### src/source/gpio_pkg.sv
package gpio_pkg;

    localparam int PAD_COUNT      = 32;
    localparam int APB_ADDR_WIDTH = 12;

    typedef logic [PAD_COUNT-1:0]      pad_vec_t;   // One bit per pad
    typedef logic [31:0]               bus_word_t;
    typedef logic [APB_ADDR_WIDTH-1:0] apb_addr_t;
    typedef logic [4:0]                reg_index_t; // Word index, PADDR[6:2]
    typedef logic [3:0]                pad_cfg_t;
    typedef logic [1:0]                int_mode_t;

    // Interrupt type codes
    localparam int_mode_t INT_FALL = 2'd0;
    localparam int_mode_t INT_RISE = 2'd1;
    localparam int_mode_t INT_BOTH = 2'd2;
    localparam int_mode_t INT_NONE = 2'd3;

    localparam reg_index_t REG_PADDIR     = 5'd0;  // 0x00
    localparam reg_index_t REG_GPIOEN     = 5'd1;  // 0x04
    localparam reg_index_t REG_PADIN      = 5'd2;  // 0x08
    localparam reg_index_t REG_PADOUT     = 5'd3;  // 0x0C
    localparam reg_index_t REG_PADOUTSET  = 5'd4;  // 0x10
    localparam reg_index_t REG_PADOUTCLR  = 5'd5;  // 0x14
    localparam reg_index_t REG_INTEN      = 5'd6;  // 0x18
    localparam reg_index_t REG_INTTYPE_LO = 5'd7;  // 0x1C, pads 0-15
    localparam reg_index_t REG_INTTYPE_HI = 5'd8;  // 0x20, pads 16-31
    localparam reg_index_t REG_INTSTATUS  = 5'd9;  // 0x24
    localparam reg_index_t REG_PADCFG_0   = 5'd10; // 0x28, pads 0-7
    localparam reg_index_t REG_PADCFG_1   = 5'd11; // 0x2C
    localparam reg_index_t REG_PADCFG_2   = 5'd12; // 0x30
    localparam reg_index_t REG_PADCFG_3   = 5'd13; // 0x34

    // Decoded bus write
    typedef struct packed {
        logic       valid;
        reg_index_t index;
        bus_word_t  data;
    } reg_write_t;

    // Per-pad control state
    typedef struct packed {
        pad_vec_t                     dir;
        pad_vec_t                     en;
        pad_vec_t                     out;
        pad_vec_t                     inten;
        int_mode_t [PAD_COUNT-1:0]    inttype;
        pad_cfg_t  [PAD_COUNT-1:0]    padcfg;
    } pad_ctrl_t;

    // Edge events, one cycle wide
    typedef struct packed {
        pad_vec_t rise;
        pad_vec_t fall;
    } pad_events_t;

endpackage
### src/source/apb_gpio.sv
module apb_gpio (
    input  logic                                         HCLK,
    input  logic                                         HRESETn,
    input  gpio_pkg::apb_addr_t                          PADDR,
    input  gpio_pkg::bus_word_t                          PWDATA,
    input  logic                                         PWRITE,
    input  logic                                         PSEL,
    input  logic                                         PENABLE,
    output gpio_pkg::bus_word_t                          PRDATA,
    output logic                                         PREADY,
    input  gpio_pkg::pad_vec_t                           gpio_in,
    output gpio_pkg::pad_vec_t                           gpio_in_sync,
    output gpio_pkg::pad_vec_t                           gpio_out,
    output gpio_pkg::pad_vec_t                           gpio_dir,
    output gpio_pkg::pad_cfg_t [gpio_pkg::PAD_COUNT-1:0] gpio_padcfg,
    output logic                                         interrupt
);

    import gpio_pkg::*;

    reg_write_t  wr;
    logic        status_read;
    pad_ctrl_t   ctrl;
    pad_vec_t    pad_in;
    pad_events_t events;
    pad_vec_t    status;

    gpio_bus_port i_bus_port (
        .PADDR       (PADDR),
        .PWDATA      (PWDATA),
        .PWRITE      (PWRITE),
        .PSEL        (PSEL),
        .PENABLE     (PENABLE),
        .ctrl        (ctrl),
        .pad_in      (pad_in),
        .status      (status),
        .wr          (wr),
        .status_read (status_read),
        .PRDATA      (PRDATA)
    );

    gpio_ctrl_regs i_ctrl_regs (
        .HCLK    (HCLK),
        .HRESETn (HRESETn),
        .wr      (wr),
        .ctrl    (ctrl)
    );

    gpio_input_sync i_input_sync (
        .HCLK     (HCLK),
        .HRESETn  (HRESETn),
        .gpio_in  (gpio_in),
        .pad_sync (gpio_in_sync),
        .pad_in   (pad_in),
        .events   (events)
    );

    gpio_irq i_irq (
        .HCLK        (HCLK),
        .HRESETn     (HRESETn),
        .events      (events),
        .ctrl        (ctrl),
        .status_read (status_read),
        .status      (status),
        .interrupt   (interrupt)
    );

    assign gpio_out    = ctrl.out;
    assign gpio_dir    = ctrl.dir;
    assign gpio_padcfg = ctrl.padcfg;

    assign PREADY = 1'b1; // Zero wait states

endmodule

### src/source/gpio_bus_port.sv
module gpio_bus_port (
    input  gpio_pkg::apb_addr_t  PADDR,
    input  gpio_pkg::bus_word_t  PWDATA,
    input  logic                 PWRITE,
    input  logic                 PSEL,
    input  logic                 PENABLE,
    input  gpio_pkg::pad_ctrl_t  ctrl,
    input  gpio_pkg::pad_vec_t   pad_in,
    input  gpio_pkg::pad_vec_t   status,
    output gpio_pkg::reg_write_t wr,
    output logic                 status_read,
    output gpio_pkg::bus_word_t  PRDATA
);

    import gpio_pkg::*;

    reg_index_t index;
    logic       access;
    logic       read_access;
    bus_word_t  read_word;

    assign index       = PADDR[6:2];
    assign access      = PSEL & PENABLE; // Access phase of APB
    assign read_access = access & ~PWRITE;

    assign wr = '{valid: access & PWRITE, index: index, data: PWDATA};

    assign status_read = read_access && (index == REG_INTSTATUS); // Clear-on-read strobe

    always_comb
    begin
        read_word = '0;
        case (index)
            REG_PADDIR:
                read_word = ctrl.dir;
            REG_GPIOEN:
                read_word = ctrl.en;
            REG_PADIN:
                read_word = pad_in;
            REG_PADOUT:
                read_word = ctrl.out;
            REG_INTEN:
                read_word = ctrl.inten;
            REG_INTTYPE_LO:
            begin
                for (int i = 0; i < 16; i++)
                begin
                    read_word[2*i +: 2] = ctrl.inttype[i];
                end
            end
            REG_INTTYPE_HI:
            begin
                for (int i = 0; i < 16; i++)
                begin
                    read_word[2*i +: 2] = ctrl.inttype[16 + i];
                end
            end
            REG_INTSTATUS:
                read_word = status;
            REG_PADCFG_0:
            begin
                for (int i = 0; i < 8; i++)
                begin
                    read_word[4*i +: 4] = ctrl.padcfg[i];
                end
            end
            REG_PADCFG_1:
            begin
                for (int i = 0; i < 8; i++)
                begin
                    read_word[4*i +: 4] = ctrl.padcfg[8 + i];
                end
            end
            REG_PADCFG_2:
            begin
                for (int i = 0; i < 8; i++)
                begin
                    read_word[4*i +: 4] = ctrl.padcfg[16 + i];
                end
            end
            REG_PADCFG_3:
            begin
                for (int i = 0; i < 8; i++)
                begin
                    read_word[4*i +: 4] = ctrl.padcfg[24 + i];
                end
            end
            default:
                read_word = '0; // Unmapped and write-only
        endcase
    end

    assign PRDATA = read_access ? read_word : '0;

endmodule

### src/source/gpio_ctrl_regs.sv
module gpio_ctrl_regs (
    input  logic                 HCLK,
    input  logic                 HRESETn,
    input  gpio_pkg::reg_write_t wr,
    output gpio_pkg::pad_ctrl_t  ctrl
);

    import gpio_pkg::*;

    reg_index_t cfg_group;

    // Which group of eight pads a PADCFG write targets
    assign cfg_group = wr.index - REG_PADCFG_0;

    always_ff @(posedge HCLK or negedge HRESETn)
    begin
        if (!HRESETn)
        begin
            ctrl.dir     <= '0; // All pads are inputs
            ctrl.en      <= '0;
            ctrl.out     <= '0;
            ctrl.inten   <= '0;
            ctrl.inttype <= {PAD_COUNT{INT_FALL}};
            ctrl.padcfg  <= '0;
        end
        else if (wr.valid)
        begin
            case (wr.index)
                REG_PADDIR:
                    ctrl.dir <= wr.data;
                REG_GPIOEN:
                    ctrl.en <= wr.data;
                REG_PADOUT:
                    ctrl.out <= wr.data;
                REG_PADOUTSET:
                    ctrl.out <= ctrl.out | wr.data;
                REG_PADOUTCLR:
                    ctrl.out <= ctrl.out & ~wr.data; // Ones clear
                REG_INTEN:
                    ctrl.inten <= wr.data;
                REG_INTTYPE_LO:
                begin
                    for (int i = 0; i < 16; i++)
                    begin
                        ctrl.inttype[i] <= wr.data[2*i +: 2];
                    end
                end
                REG_INTTYPE_HI:
                begin
                    for (int i = 0; i < 16; i++)
                    begin
                        ctrl.inttype[16 + i] <= wr.data[2*i +: 2];
                    end
                end
                REG_PADCFG_0, REG_PADCFG_1, REG_PADCFG_2, REG_PADCFG_3:
                begin
                    for (int i = 0; i < 8; i++)
                    begin
                        ctrl.padcfg[8*cfg_group + i] <= wr.data[4*i +: 4];
                    end
                end
                default:
                begin
                    // PADIN, INTSTATUS and unmapped words ignore writes
                end
            endcase
        end
    end

endmodule

### src/source/gpio_input_sync.sv
module gpio_input_sync (
    input  logic                  HCLK,
    input  logic                  HRESETn,
    input  gpio_pkg::pad_vec_t    gpio_in,
    output gpio_pkg::pad_vec_t    pad_sync,
    output gpio_pkg::pad_vec_t    pad_in,
    output gpio_pkg::pad_events_t events
);

    import gpio_pkg::*;

    pad_vec_t sync_0;

    always_ff @(posedge HCLK or negedge HRESETn)
    begin
        if (!HRESETn)
        begin
            sync_0   <= '0;
            pad_sync <= '0;
            pad_in   <= '0;
        end
        else
        begin
            sync_0   <= gpio_in;  // First metastability stage
            pad_sync <= sync_0;
            pad_in   <= pad_sync; // History for edge compare
        end
    end

    // Edges from the newest synced value against the previous one
    assign events = '{
        rise: pad_sync & ~pad_in,
        fall: ~pad_sync & pad_in
    };

endmodule

### src/source/gpio_irq.sv
module gpio_irq (
    input  logic                  HCLK,
    input  logic                  HRESETn,
    input  gpio_pkg::pad_events_t events,
    input  gpio_pkg::pad_ctrl_t   ctrl,
    input  logic                  status_read,
    output gpio_pkg::pad_vec_t    status,
    output logic                  interrupt
);

    import gpio_pkg::*;

    pad_vec_t type_match;
    pad_vec_t hit;

    always_comb
    begin
        for (int i = 0; i < PAD_COUNT; i++)
        begin
            case (ctrl.inttype[i])
                INT_FALL:
                    type_match[i] = events.fall[i];
                INT_RISE:
                    type_match[i] = events.rise[i];
                INT_BOTH:
                    type_match[i] = events.rise[i] | events.fall[i];
                INT_NONE:
                    type_match[i] = 1'b0;
            endcase
        end
    end

    assign hit       = type_match & ctrl.inten & ctrl.en;
    assign interrupt = |hit; // One-cycle pulse per event

    always_ff @(posedge HCLK or negedge HRESETn)
    begin
        if (!HRESETn)
        begin
            status <= '0;
        end
        else if (|hit)
        begin
            status <= status | hit; // New hits win over a read
        end
        else if (status_read)
        begin
            status <= '0;
        end
    end

endmodule

### config.mk
export PLATFORM = sky130hd
export DESIGN_NAME = apb_gpio
export DESIGN_NICKNAME = d
export VERILOG_FILES = /design/src/source/gpio_pkg.sv /design/src/source/apb_gpio.sv /design/src/source/gpio_bus_port.sv /design/src/source/gpio_ctrl_regs.sv /design/src/source/gpio_input_sync.sv /design/src/source/gpio_irq.sv
export SDC_FILE = /design/constraint.sdc
export NUM_CORES = 1
export LEC_CHECK = 0
export ABC_AREA = 0
export BUFFER_PORTS_ARGS = -buffer_cell sky130_fd_sc_hd__buf_2
export CORE_ASPECT_RATIO = 2
export CORE_MARGIN = 1
export CORE_UTILIZATION = 23
export DETAILED_ROUTE_END_ITERATION = 16
export SYNTH_ARGS = -nofsm -noshare
export SYNTH_HDL_FRONTEND = slang
export SYNTH_SLANG_ARGS = --single-unit
export TNS_END_PERCENT = 10
### constraint.sdc
create_clock -name HCLK -period 7.7 [get_ports HCLK]
set_clock_uncertainty 0.1 [all_clocks]
set_input_delay 0.77 -clock HCLK [delete_from_list [all_inputs] [get_ports HCLK]]
set_output_delay 0.77 -clock HCLK [all_outputs]
set_load 0.03 [all_outputs]
==> results of run 1 <==
[where the power goes]
group          leakage [nW]  switching [mW]  total [mW]  internal, mW
registers              5.82           0.187        2.71          2.53
logic                  5.52           0.423       0.644         0.220
clock network         0.789            1.02        2.45          1.43
total                  12.1            1.64        5.81          4.17
[flip-flops by register name, summed over array words and instances (netlist names)]
register               count
i_ctrl_regs.ctrl         320
i_input_sync.pad_in       32
i_input_sync.pad_sync     32
i_input_sync.sync_0       32
i_irq.status              32
[synthesized netlist by cell type, types with 14 or more instances]
master                      instances
sky130_fd_sc_hd__buf_2             16
sky130_fd_sc_hd__and3_1            20
sky130_fd_sc_hd__o211ai_1          35
sky130_fd_sc_hd__a31oi_1           16
sky130_fd_sc_hd__a22o_1            15
sky130_fd_sc_hd__a222oi_1          32
sky130_fd_sc_hd__nand2_1           84
sky130_fd_sc_hd__nor2_1            20
sky130_fd_sc_hd__buf_1             20
sky130_fd_sc_hd__inv_1            101
sky130_fd_sc_hd__mux2_2           311
sky130_fd_sc_hd__a22oi_1           34
sky130_fd_sc_hd__o2111ai_1         22
sky130_fd_sc_hd__o21ai_0           91
sky130_fd_sc_hd__ha_1              66
sky130_fd_sc_hd__a21oi_1           40
sky130_fd_sc_hd__clkbuf_1          79
sky130_fd_sc_hd__a221oi_1          47
sky130_fd_sc_hd__buf_4            194
sky130_fd_sc_hd__mux2i_1           39
sky130_fd_sc_hd__nand4_1           14
sky130_fd_sc_hd__dfrtp_1          448
[worst max-delay path, stage by stage]
cell and delay, ns:
sky130_fd_sc_hd__buf_2 0.10, sky130_fd_sc_hd__buf_4 0.28, sky130_fd_sc_hd__or3b_2 0.62, sky130_fd_sc_hd__nor3_4 0.89, sky130_fd_sc_hd__buf_4 0.51, sky130_fd_sc_hd__a22oi_1 0.16, sky130_fd_sc_hd__and3_1 0.19, sky130_fd_sc_hd__a21oi_1 0.22
sky130_fd_sc_hd__buf_2 0.25
[per-layer routing]
layer	track usage	up-vias	wire length [um]
met5	0	-	60
met4	0.0832	10	4100
met3	0.0304	187	4710
met2	0.311	633	43000
met1	0.204	7919	32400
li1	-	6493	-
[worst max-delay path by stage]
stage                       to  slack [ns]  cells after the start
floorplan           PRDATA[20]        4.05                      9
global placement    PRDATA[19]        2.74                      9
detailed placement  PRDATA[19]        2.75                      9
CTS                 PRDATA[19]        2.74                      9
global route        PRDATA[19]        2.70                      9
finish              PRDATA[19]        2.77                      9
[cells by family after synthesis]
logic type,count (synthesis)
simple gates,171
compound gates,347
buf+inv,413
flops,448
other cells,1
fa+ha+maj,66
mux,350
[area by class of cell]
cell class | count | area, um2
fillers | 9680 | 67900
flip-flops and latches | 448 | 11200
multi-input cells | 935 | 8120
repair buffers | 366 | 1960
well taps | 1200 | 1500
clock buffers | 65 | 1350
inverters | 101 | 379
clock inverters | 19 | 269
diodes | 3 | 7.51
[through the flow]
stage / total power [mW] / setup slack (ns) / cell area [um2] / util
after floorplan: 3.18 / 4.05 / 21500 / -
after detailed placement: 3.41 / 2.75 / 23200 / 0.250
after global routing: 6.04 / 2.70 / 24800 / 0.267
after global placement: 3.39 / 2.74 / 23200 / 0.250
final: 5.81 / 2.77 / 24800 / 0.267
after CTS: 5.90 / 2.74 / 24800 / 0.267
==> tab_implementation.tex, run 1 <==
\begin{tabular}{lr}
\hline
Metric & Value \\
\hline
\multicolumn{2}{l}{\textbf{Synth}} \\
\quad Netlist area before placement & roughly 0.022 mm2 \\
\quad Number of warnings printed during yosys synthesis & 0 \\
\quad Main area contributors after synthesis & sky130\_fd\_sc\_hd\_\_dfrtp\_1 52\%, sky130\_fd\_sc\_hd\_\_mux2\_2 16\%, sky130\_fd\_sc\_hd\_\_buf\_4 6.8\% \\
\quad Syn\_nets & between 1500 and 2000 \\
\quad Most used DFF post-synth & sky130\_fd\_sc\_hd\_\_dfrtp\_1 \\
\quad Synthesized netlist cell count & 1796 \\
\quad Share of flip-flops with an asynchronous set or reset & 1.00 \\
\quad Post-synthesis adder-cell area fraction & 0.0383 \\
\quad Cell accounting for the most synthesized area & sky130\_fd\_sc\_hd\_\_dfrtp\_1 \\
\quad Number of distinct library cells after synthesis & 45 \\
\quad Fraction of the mapped netlist area in simple logic gates & 0.0379 \\
\quad Proportion of synthesized chip area in sequential cells & 0.521 \\
\quad Synthesized-area fraction occupied by ao, oa, aoi and oai cells & 0.115 \\
\quad Combinational family with the most area after synthesis & multiplexers \\
\quad Post-synth EDFFs & 0 \\
\quad Synth top area share & 0.521 \\
\quad Flip-flop and latch count after synthesis & 448 \\
\quad Proportion of synthesized area in mux cells & 0.181 \\
\quad Post-synthesis share of cell area spent on xor and xnor gates & 0 \\
\quad Average instance area after synthesis & 12.0 um2 \\
\multicolumn{2}{l}{\textbf{Timing}} \\
\quad Clock period minus final worst setup slack & 4.93 ns \\
\quad Final number of max-transition violations & 0 \\
\quad Unrepaired setup endpoints after global routing & false \\
\quad Fin. Hold Viols & 0 \\
\quad Final worst hold slack & between 0.06 and 0.07 ns \\
\quad Total negative slack & 0 ns \\
\quad Fraction of the cycle the final worst path needs & 0.640 \\
\quad Transition time of the tightest slew-check pin & approximately 1.1 ns \\
\quad Upper clock frequency limit & 203 MHz \\
\quad Finish-stage setup viols & 0 \\
\quad Max-slew headroom & 0.234 \\
\multicolumn{2}{l}{\textbf{Run status}} \\
\quad Run status & finished clean \\
\multicolumn{2}{l}{\textbf{Setup path}} \\
\quad Kind of critical path & in -> out \\
\quad Launching element type of the critical path & input pin \\
\quad Launching point of the worst reg2reg path & i\_input\_sync.pad\_sync[1]\$\_DFF\_PN0\_ \\
\quad Register-to-register setup slack & 4.11 ns \\
\quad Worst endpoint required time & 6.83 ns \\
\quad Crit path DAT & 4.06 ns \\
\quad Destination of the worst register-to-register timing path & i\_irq.status[2]\$\_DFFE\_PN0P\_ \\
\quad Sort of element at the end of the critical path & output pin \\
\quad Start point of the critical path & PADDR[2] \\
\quad Worst-path maximum fanout & 27 \\
\quad Worst Reg2Reg Path Length in Cells & 10 \\
\multicolumn{2}{l}{\textbf{Finish}} \\
\quad Most frequent standard cell in the layout excluding fill and tap cells & sky130\_fd\_sc\_hd\_\_dfrtp\_1 \\
\quad Proportion of layout cells with a drive suffix above 1 & 0.401 \\
\quad Final-stage net count & 2046 \\
\quad Post-route non-filler standard cell count & 3137 \\
\quad Layout overhead on the synthesized area & 15.1\% \\
\quad Leading cell types in the layout, fill and taps excluded & 448 x sky130\_fd\_sc\_hd\_\_dfrtp\_1, 329 x sky130\_fd\_sc\_hd\_\_buf\_2, 311 x sky130\_fd\_sc\_hd\_\_mux2\_2, 101 x sky130\_fd\_sc\_hd\_\_inv\_1, 91 x sky130\_fd\_sc\_hd\_\_o21ai\_0 \\
\multicolumn{2}{l}{\textbf{Place}} \\
\quad Number of buffers inserted by port buffering & 330 \\
\quad Weighted congestion reported at the end of routability-driven placement & 0.775 \\
\quad Post-DP HPWL & 58.0 mm \\
\quad Placed instance count & 3050 \\
\multicolumn{2}{l}{\textbf{Clock network}} \\
\quad Cts hold-fix bufs & 0 \\
\quad Clk sinks & $\sim$450 \\
\quad \# resized after CTS & 0 \\
\quad Maximum level of the CTS H-tree & 2 \\
\quad Longest Clk Path Bufs & 3 \\
\quad Worst-skew pair later-pin latency & 0.61 ns \\
\quad Clock transition time at the flip-flop clock pins of the worst setup and hold paths & 0.06 ns \\
\quad TritonCTS clock tree & built \\
\quad Clock Root Buffer & sky130\_fd\_sc\_hd\_\_clkbuf\_16 \\
\quad Number of buffers added for setup after CTS & 0 \\
\quad Cts bufs inserted & between 40 and 50 \\
\multicolumn{2}{l}{\textbf{Drt}} \\
\quad Number of DRC markers in iteration 0 & 1085 \\
\quad Aggregate routed wire length & 84.3 mm \\
\quad Vias/cell & 4.86 \\
\quad Remaining number of nets flagged by the antenna check after routing & 0 \\
\quad Drt first pass iters & 5 \\
\quad Via count of the routed design & 15200 \\
\quad \# DRC & 0 \\
\quad Post-DR wirelength/cell & 26.9 um \\
\multicolumn{2}{l}{\textbf{Floorplan}} \\
\quad Area of the die & 0.0949 mm2 \\
\quad Die extent in y & approximately 430 um \\
\quad Die width & around 220 um \\
\quad Row count & 158 \\
\quad Count of pins on the block boundary & 339 \\
\quad Standard cell core area & 0.0927 mm2 \\
\quad Initial standard-cell utilization of the core & 0.232 \\
\multicolumn{2}{l}{\textbf{Min path}} \\
\quad Worst hold path class & in -> async \\
\multicolumn{2}{l}{\textbf{Power}} \\
\quad Leakage power of the design & 12.1 nW \\
\quad Peak supply drop & 212 uV \\
\quad Total power divided by cell area & 234 mW/mm2 \\
\multicolumn{2}{l}{\textbf{Global routing}} \\
\quad First-pass GRT wire length & 118 mm \\
\quad Antenna violations before repair & 7 \\
\quad Remaining global-route overflow & 0 \\
\quad Largest net degree at the start of global routing & between 150 and 200 \\
\quad Vias in the first global route & 15400 \\
\quad Overall global routing resource usage & 0.177 \\
\multicolumn{2}{l}{\textbf{Run}} \\
\quad Max-cap violations & 0 \\
\hline
\end{tabular}
Power figures use the tool's default switching activity.
==> run 2, diff against run 1 <==
--- a/config.mk
+++ b/config.mk
@@ -5,7 +5,7 @@
 export SDC_FILE = /design/constraint.sdc
 export NUM_CORES = 1
 export LEC_CHECK = 0
-export ABC_AREA = 0
+export ABC_AREA = 1
 export BUFFER_PORTS_ARGS = -buffer_cell sky130_fd_sc_hd__buf_2
 export CORE_ASPECT_RATIO = 2
 export CORE_MARGIN = 1
==> constraint.sdc (replaced) <==
create_clock -name HCLK -period 5.1 [get_ports HCLK]
set_clock_uncertainty 0.1 [all_clocks]
set_input_delay 0.51 -clock HCLK [delete_from_list [all_inputs] [get_ports HCLK]]
set_output_delay 0.51 -clock HCLK [all_outputs]
set_load 0.03 [all_outputs]
==> run 2 against run 1 <==
Compared with the run above:
- the run now ends with DRC left
- design area increased by 5.4%
- via count up 24%
- die area rose by 5.8%
- combinational power grew 99%
- global-route usage down 0.73 points
==> tab_implementation.tex, run 2 <==
\begin{tabular}{lr}
\hline
Metric & Value \\
\hline
\multicolumn{2}{l}{\textbf{Setup path}} \\
\quad Kind of critical path & in -> out \\
\quad Worst endpoint required time & 4.49 ns (-2.34 ns) \\
\quad Destination of the worst register-to-register timing path & i\_irq.status[1]\$\_DFFE\_PN0P\_ \\
\quad Crit path DAT & 3.08 ns (-0.98 ns) \\
\quad Worst-path maximum fanout & 27 (unchanged) \\
\quad Launching element type of the critical path & input pin \\
\quad Launching point of the worst reg2reg path & i\_input\_sync.pad\_sync[6]\$\_DFF\_PN0\_ \\
\quad Worst Reg2Reg Path Length in Cells & 14 (+4) \\
\quad Register-to-register setup slack & 2.55 ns (-1.56 ns) \\
\quad Sort of element at the end of the critical path & output pin \\
\multicolumn{2}{l}{\textbf{Finish}} \\
\quad Area used by multi-input combinational logic & 0.00816 mm2 (+0.48\%) \\
\quad Most frequent standard cell in the layout excluding fill and tap cells & sky130\_fd\_sc\_hd\_\_nand2\_1 \\
\quad Area occupied by registers & 0.0112 mm2 (unchanged) \\
\quad Post-route non-filler standard cell count & 4226 (+35\%) \\
\quad Proportion of layout cells with a drive suffix above 1 & 0.173 (-0.228) \\
\quad Leading cell types in the layout, fill and taps excluded & 791 x sky130\_fd\_sc\_hd\_\_nand2\_1, 448 x sky130\_fd\_sc\_hd\_\_dfrtp\_1, 329 x sky130\_fd\_sc\_hd\_\_buf\_2, 326 x sky130\_fd\_sc\_hd\_\_inv\_1, 246 x sky130\_fd\_sc\_hd\_\_o21ai\_0 \\
\quad Layout overhead on the synthesized area & 14.6\% \\
\quad Top register by number of flip-flops & i\_ctrl\_regs.ctrl \\
\quad Flip-flop count of the largest register, all copies and words added & 320 (unchanged) \\
\quad Final-stage net count & 3015 (+47\%) \\
\quad Filler Cell Count & 10700 (+10\%) \\
\multicolumn{2}{l}{\textbf{Timing}} \\
\quad Upper clock frequency limit & 271 MHz \\
\quad Finish-stage setup viols & 0 (unchanged) \\
\quad Fraction of the cycle the final worst path needs & 0.723 \\
\quad Smallest setup slack after layout & 1.41 ns (-1.36 ns) \\
\quad Transition time of the tightest slew-check pin & 1.17 ns (+0.0227 ns) \\
\quad Unrepaired setup endpoints after global routing & false \\
\quad Fin. Hold Viols & 0 (unchanged) \\
\quad Total negative slack & 0 ns (unchanged) \\
\quad Max-slew headroom & 0.219 (-0.0145) \\
\quad Final worst hold slack & 0.214 ns (+0.150 ns) \\
\quad Final number of max-transition violations & 0 (unchanged) \\
\quad Clock period minus final worst setup slack & between 3 and 4 ns \\
\multicolumn{2}{l}{\textbf{Synth}} \\
\quad Average instance area after synthesis & 8.26 um2 (-31\%) \\
\quad Syn\_nets & 2908 (+50\%) \\
\quad Synth top area share & 0.492 (-0.0288) \\
\quad Flip-flop and latch count after synthesis & 448 (unchanged) \\
\quad Number of warnings printed during yosys synthesis & 0 (unchanged) \\
\quad Cell types with the highest counts after synthesis & 797 x sky130\_fd\_sc\_hd\_\_nand2\_1, 448 x sky130\_fd\_sc\_hd\_\_dfrtp\_1, 327 x sky130\_fd\_sc\_hd\_\_inv\_1 \\
\quad Count leader, synth & sky130\_fd\_sc\_hd\_\_nand2\_1 \\
\quad Share of flip-flops with an asynchronous set or reset & 1.00 (unchanged) \\
\quad Synthesized netlist cell count & 2761 (+54\%) \\
\quad Post-synth EDFFs & 0 (unchanged) \\
\quad Cell accounting for the most synthesized area & sky130\_fd\_sc\_hd\_\_dfrtp\_1 \\
\quad Main area contributors after synthesis & sky130\_fd\_sc\_hd\_\_dfrtp\_1 49\%, sky130\_fd\_sc\_hd\_\_nand2\_1 13\%, sky130\_fd\_sc\_hd\_\_buf\_4 6.4\% \\
\quad Number of distinct library cells after synthesis & 36 (-20\%) \\
\quad Most used DFF post-synth & sky130\_fd\_sc\_hd\_\_dfrtp\_1 \\
\quad Proportion of synthesized chip area in sequential cells & 0.492 (-0.0288) \\
\quad Netlist area before placement & 0.0228 mm2 (+5.9\%) \\
\multicolumn{2}{l}{\textbf{Clock network}} \\
\quad TritonCTS clock tree & built \\
\quad \# resized after CTS & 0 (unchanged) \\
\quad Clock Root Buffer & sky130\_fd\_sc\_hd\_\_clkbuf\_16 \\
\quad Longest Clk Path Bufs & 3 (unchanged) \\
\quad Clock transition time at the flip-flop clock pins of the worst setup and hold paths & 0.07 ns (about the same) \\
\quad Worst-skew pair later-pin latency & 0.63 ns (+0.02 ns) \\
\quad Maximum level of the CTS H-tree & 2 (unchanged) \\
\quad Cts bufs inserted & 46 (-2.1\%) \\
\quad Clk sinks & 448 (unchanged) \\
\multicolumn{2}{l}{\textbf{Drt}} \\
\quad Post-DR wirelength/cell & 20.3 um (-25\%) \\
\quad Vias/cell & 4.45 (-8.3\%) \\
\quad Drt first pass iters & 13 (+8) \\
\quad \# DRC & 2 (+2) \\
\quad Number of DRC markers in iteration 0 & 1554 (+43\%) \\
\quad Remaining number of nets flagged by the antenna check after routing & 0 (unchanged) \\
\quad Aggregate routed wire length & 85.7 mm (+1.7\%) \\
\quad Via count of the routed design & 18800 (+24\%) \\
\multicolumn{2}{l}{\textbf{Power}} \\
\quad Peak supply drop & 237 uV (+12\%) \\
\quad Total power & 8.93 mW (+54\%) \\
\quad Leakage power of the design & 13.4 nW (+10\%) \\
\quad Total power divided by cell area & 342 mW/mm2 (+46\%) \\
\multicolumn{2}{l}{\textbf{Global routing}} \\
\quad Overall global routing resource usage & 0.169 (-0.00734) \\
\quad Vias in the first global route & 18200 (+18\%) \\
\quad Largest net degree at the start of global routing & 121 (-24\%) \\
\quad First-pass GRT wire length & 124 mm (+4.7\%) \\
\quad Antenna violations before repair & 3 (-4) \\
\quad Remaining global-route overflow & 0 (unchanged) \\
\multicolumn{2}{l}{\textbf{Min path}} \\
\quad Hold Path Stages & 3 \\
\quad Hold path endpoint & i\_ctrl\_regs.ctrl[14]\$\_DFFE\_PN0P\_ \\
\quad Launch instance of the worst min-delay path & PWDATA[14] \\
\quad Worst hold path class & in -> reg \\
\multicolumn{2}{l}{\textbf{Run}} \\
\quad Max-cap violations & 0 (unchanged) \\
\multicolumn{2}{l}{\textbf{Place}} \\
\quad Pre-CTS WS & 1.40 ns (-1.35 ns) \\
\quad Placed instance count & 4107 (+35\%) \\
\quad Number of buffers inserted by port buffering & 330 (unchanged) \\
\quad Weighted congestion reported at the end of routability-driven placement & 0.882 (+14\%) \\
\quad Post-DP HPWL & 62.9 mm (+8.5\%) \\
\multicolumn{2}{l}{\textbf{Floorplan}} \\
\quad Initial standard-cell utilization of the core & 0.231 (-0.000848) \\
\quad Area of the die & 0.100 mm2 (+5.8\%) \\
\quad Standard cell core area & 0.0985 mm2 (+6.2\%) \\
\quad Die extent in y & 447 um (+2.9\%) \\
\quad Die width & 225 um (+2.9\%) \\
\quad Row count & 163 (+3.2\%) \\
\quad Count of pins on the block boundary & 339 (unchanged) \\
\multicolumn{2}{l}{\textbf{Run status}} \\
\quad Violated checks & DRC \\
\quad Run status & finished, violations left \\
\hline
\end{tabular}
## run 2: cell count changes in the layout (fill, tap and decap cells not counted), sizes merged, moves of 32 or more
cell | before | now
a221oi | 47 | 0
a222oi | 32 | 0
a22oi | 34 | 0
dlygate4sd3 | 0 | 33
inv | 103 | 333
mux2 | 311 | 0
mux2i | 39 | 0
nand2 | 84 | 799
nand3 | 9 | 85
nand3b | 1 | 56
nor2 | 20 | 105
o21ai | 94 | 375
o22ai | 0 | 91
## run 2: worst max-delay path, stage by stage
cell	delay [ns]
sky130_fd_sc_hd__buf_2	0.20
sky130_fd_sc_hd__inv_2	0.07
sky130_fd_sc_hd__nand2_2	0.09
sky130_fd_sc_hd__nor2_4	0.04
sky130_fd_sc_hd__nand2_1	0.06
sky130_fd_sc_hd__clkinv_1	0.87
sky130_fd_sc_hd__buf_4	0.52
sky130_fd_sc_hd__nand2_1	0.06
sky130_fd_sc_hd__o21ai_0	0.07
sky130_fd_sc_hd__nor2_1	0.17
sky130_fd_sc_hd__nand3_1	0.08
sky130_fd_sc_hd__nand2_1	0.12
sky130_fd_sc_hd__inv_1	0.05
sky130_fd_sc_hd__buf_2	0.17
## run 2: area by class of cell
class,instances,share of cell area
antenna,4,0.000383
clock buffer,68,0.0515
tap,1320,0.0632
multi-input combinational,1642,0.312
inverter,332,0.0478
sequential,448,0.429
clock inverter,14,0.00771
timing repair buffer,398,0.0878
## run 2: layer usage
metal | routed length, um | GRT usage | vias up
met2 | 41100 | 0.284 | 721
met3 | 5280 | 0.0315 | 168
met5 | 0 | 0 | -
met1 | 35100 | 0.205 | 9179
li1 | - | - | 8758
met4 | 4220 | 0.0878 | 0
## run 2: cell families after synthesis
family | Yosys count | synth area share
compound gates | 517 | 0.127
xor+xnor | 1 | 0.000384
fa+ha+maj | 66 | 0.0362
buf+inv | 671 | 0.152
flops | 448 | 0.492
other cells | 1 | 0.000164
simple gates | 1057 | 0.193
## run 2: worst max-delay path by stage
stage / start / to / slack (ns) / cells after the start
finish: PADDR[3] / PRDATA[27] / 1.41 / 14
global route: PADDR[3] / PRDATA[27] / 1.29 / 14
CTS: PADDR[3] / PRDATA[27] / 1.40 / 14
detailed placement: PADDR[3] / PRDATA[27] / 1.40 / 14
global placement: PADDR[3] / PRDATA[27] / 1.42 / 14
floorplan: i_input_sync.pad_sync[31]$_DFF_PN0_ / interrupt / 2.47 / 11
## run 2: what timing repair did
action	4_1_cts	5_1_grt
endpoints found under the hold margin	127	0
hold buffers	33	0
setup buffers	0	0
## run 2: report_power, final
group / switching (mW) / internal [mW]
clock network: 1.58 / 2.04
logic: 0.928 / 0.349
registers: 0.203 / 3.83
total: 2.71 / 6.22
## run 2: metrics by stage
step	area (um2)	utilization
floorplan	22800	-
global placement	24200	0.246
detailed placement	24200	0.246
CTS	26100	0.265
global route	26100	0.265
finish	26100	0.265
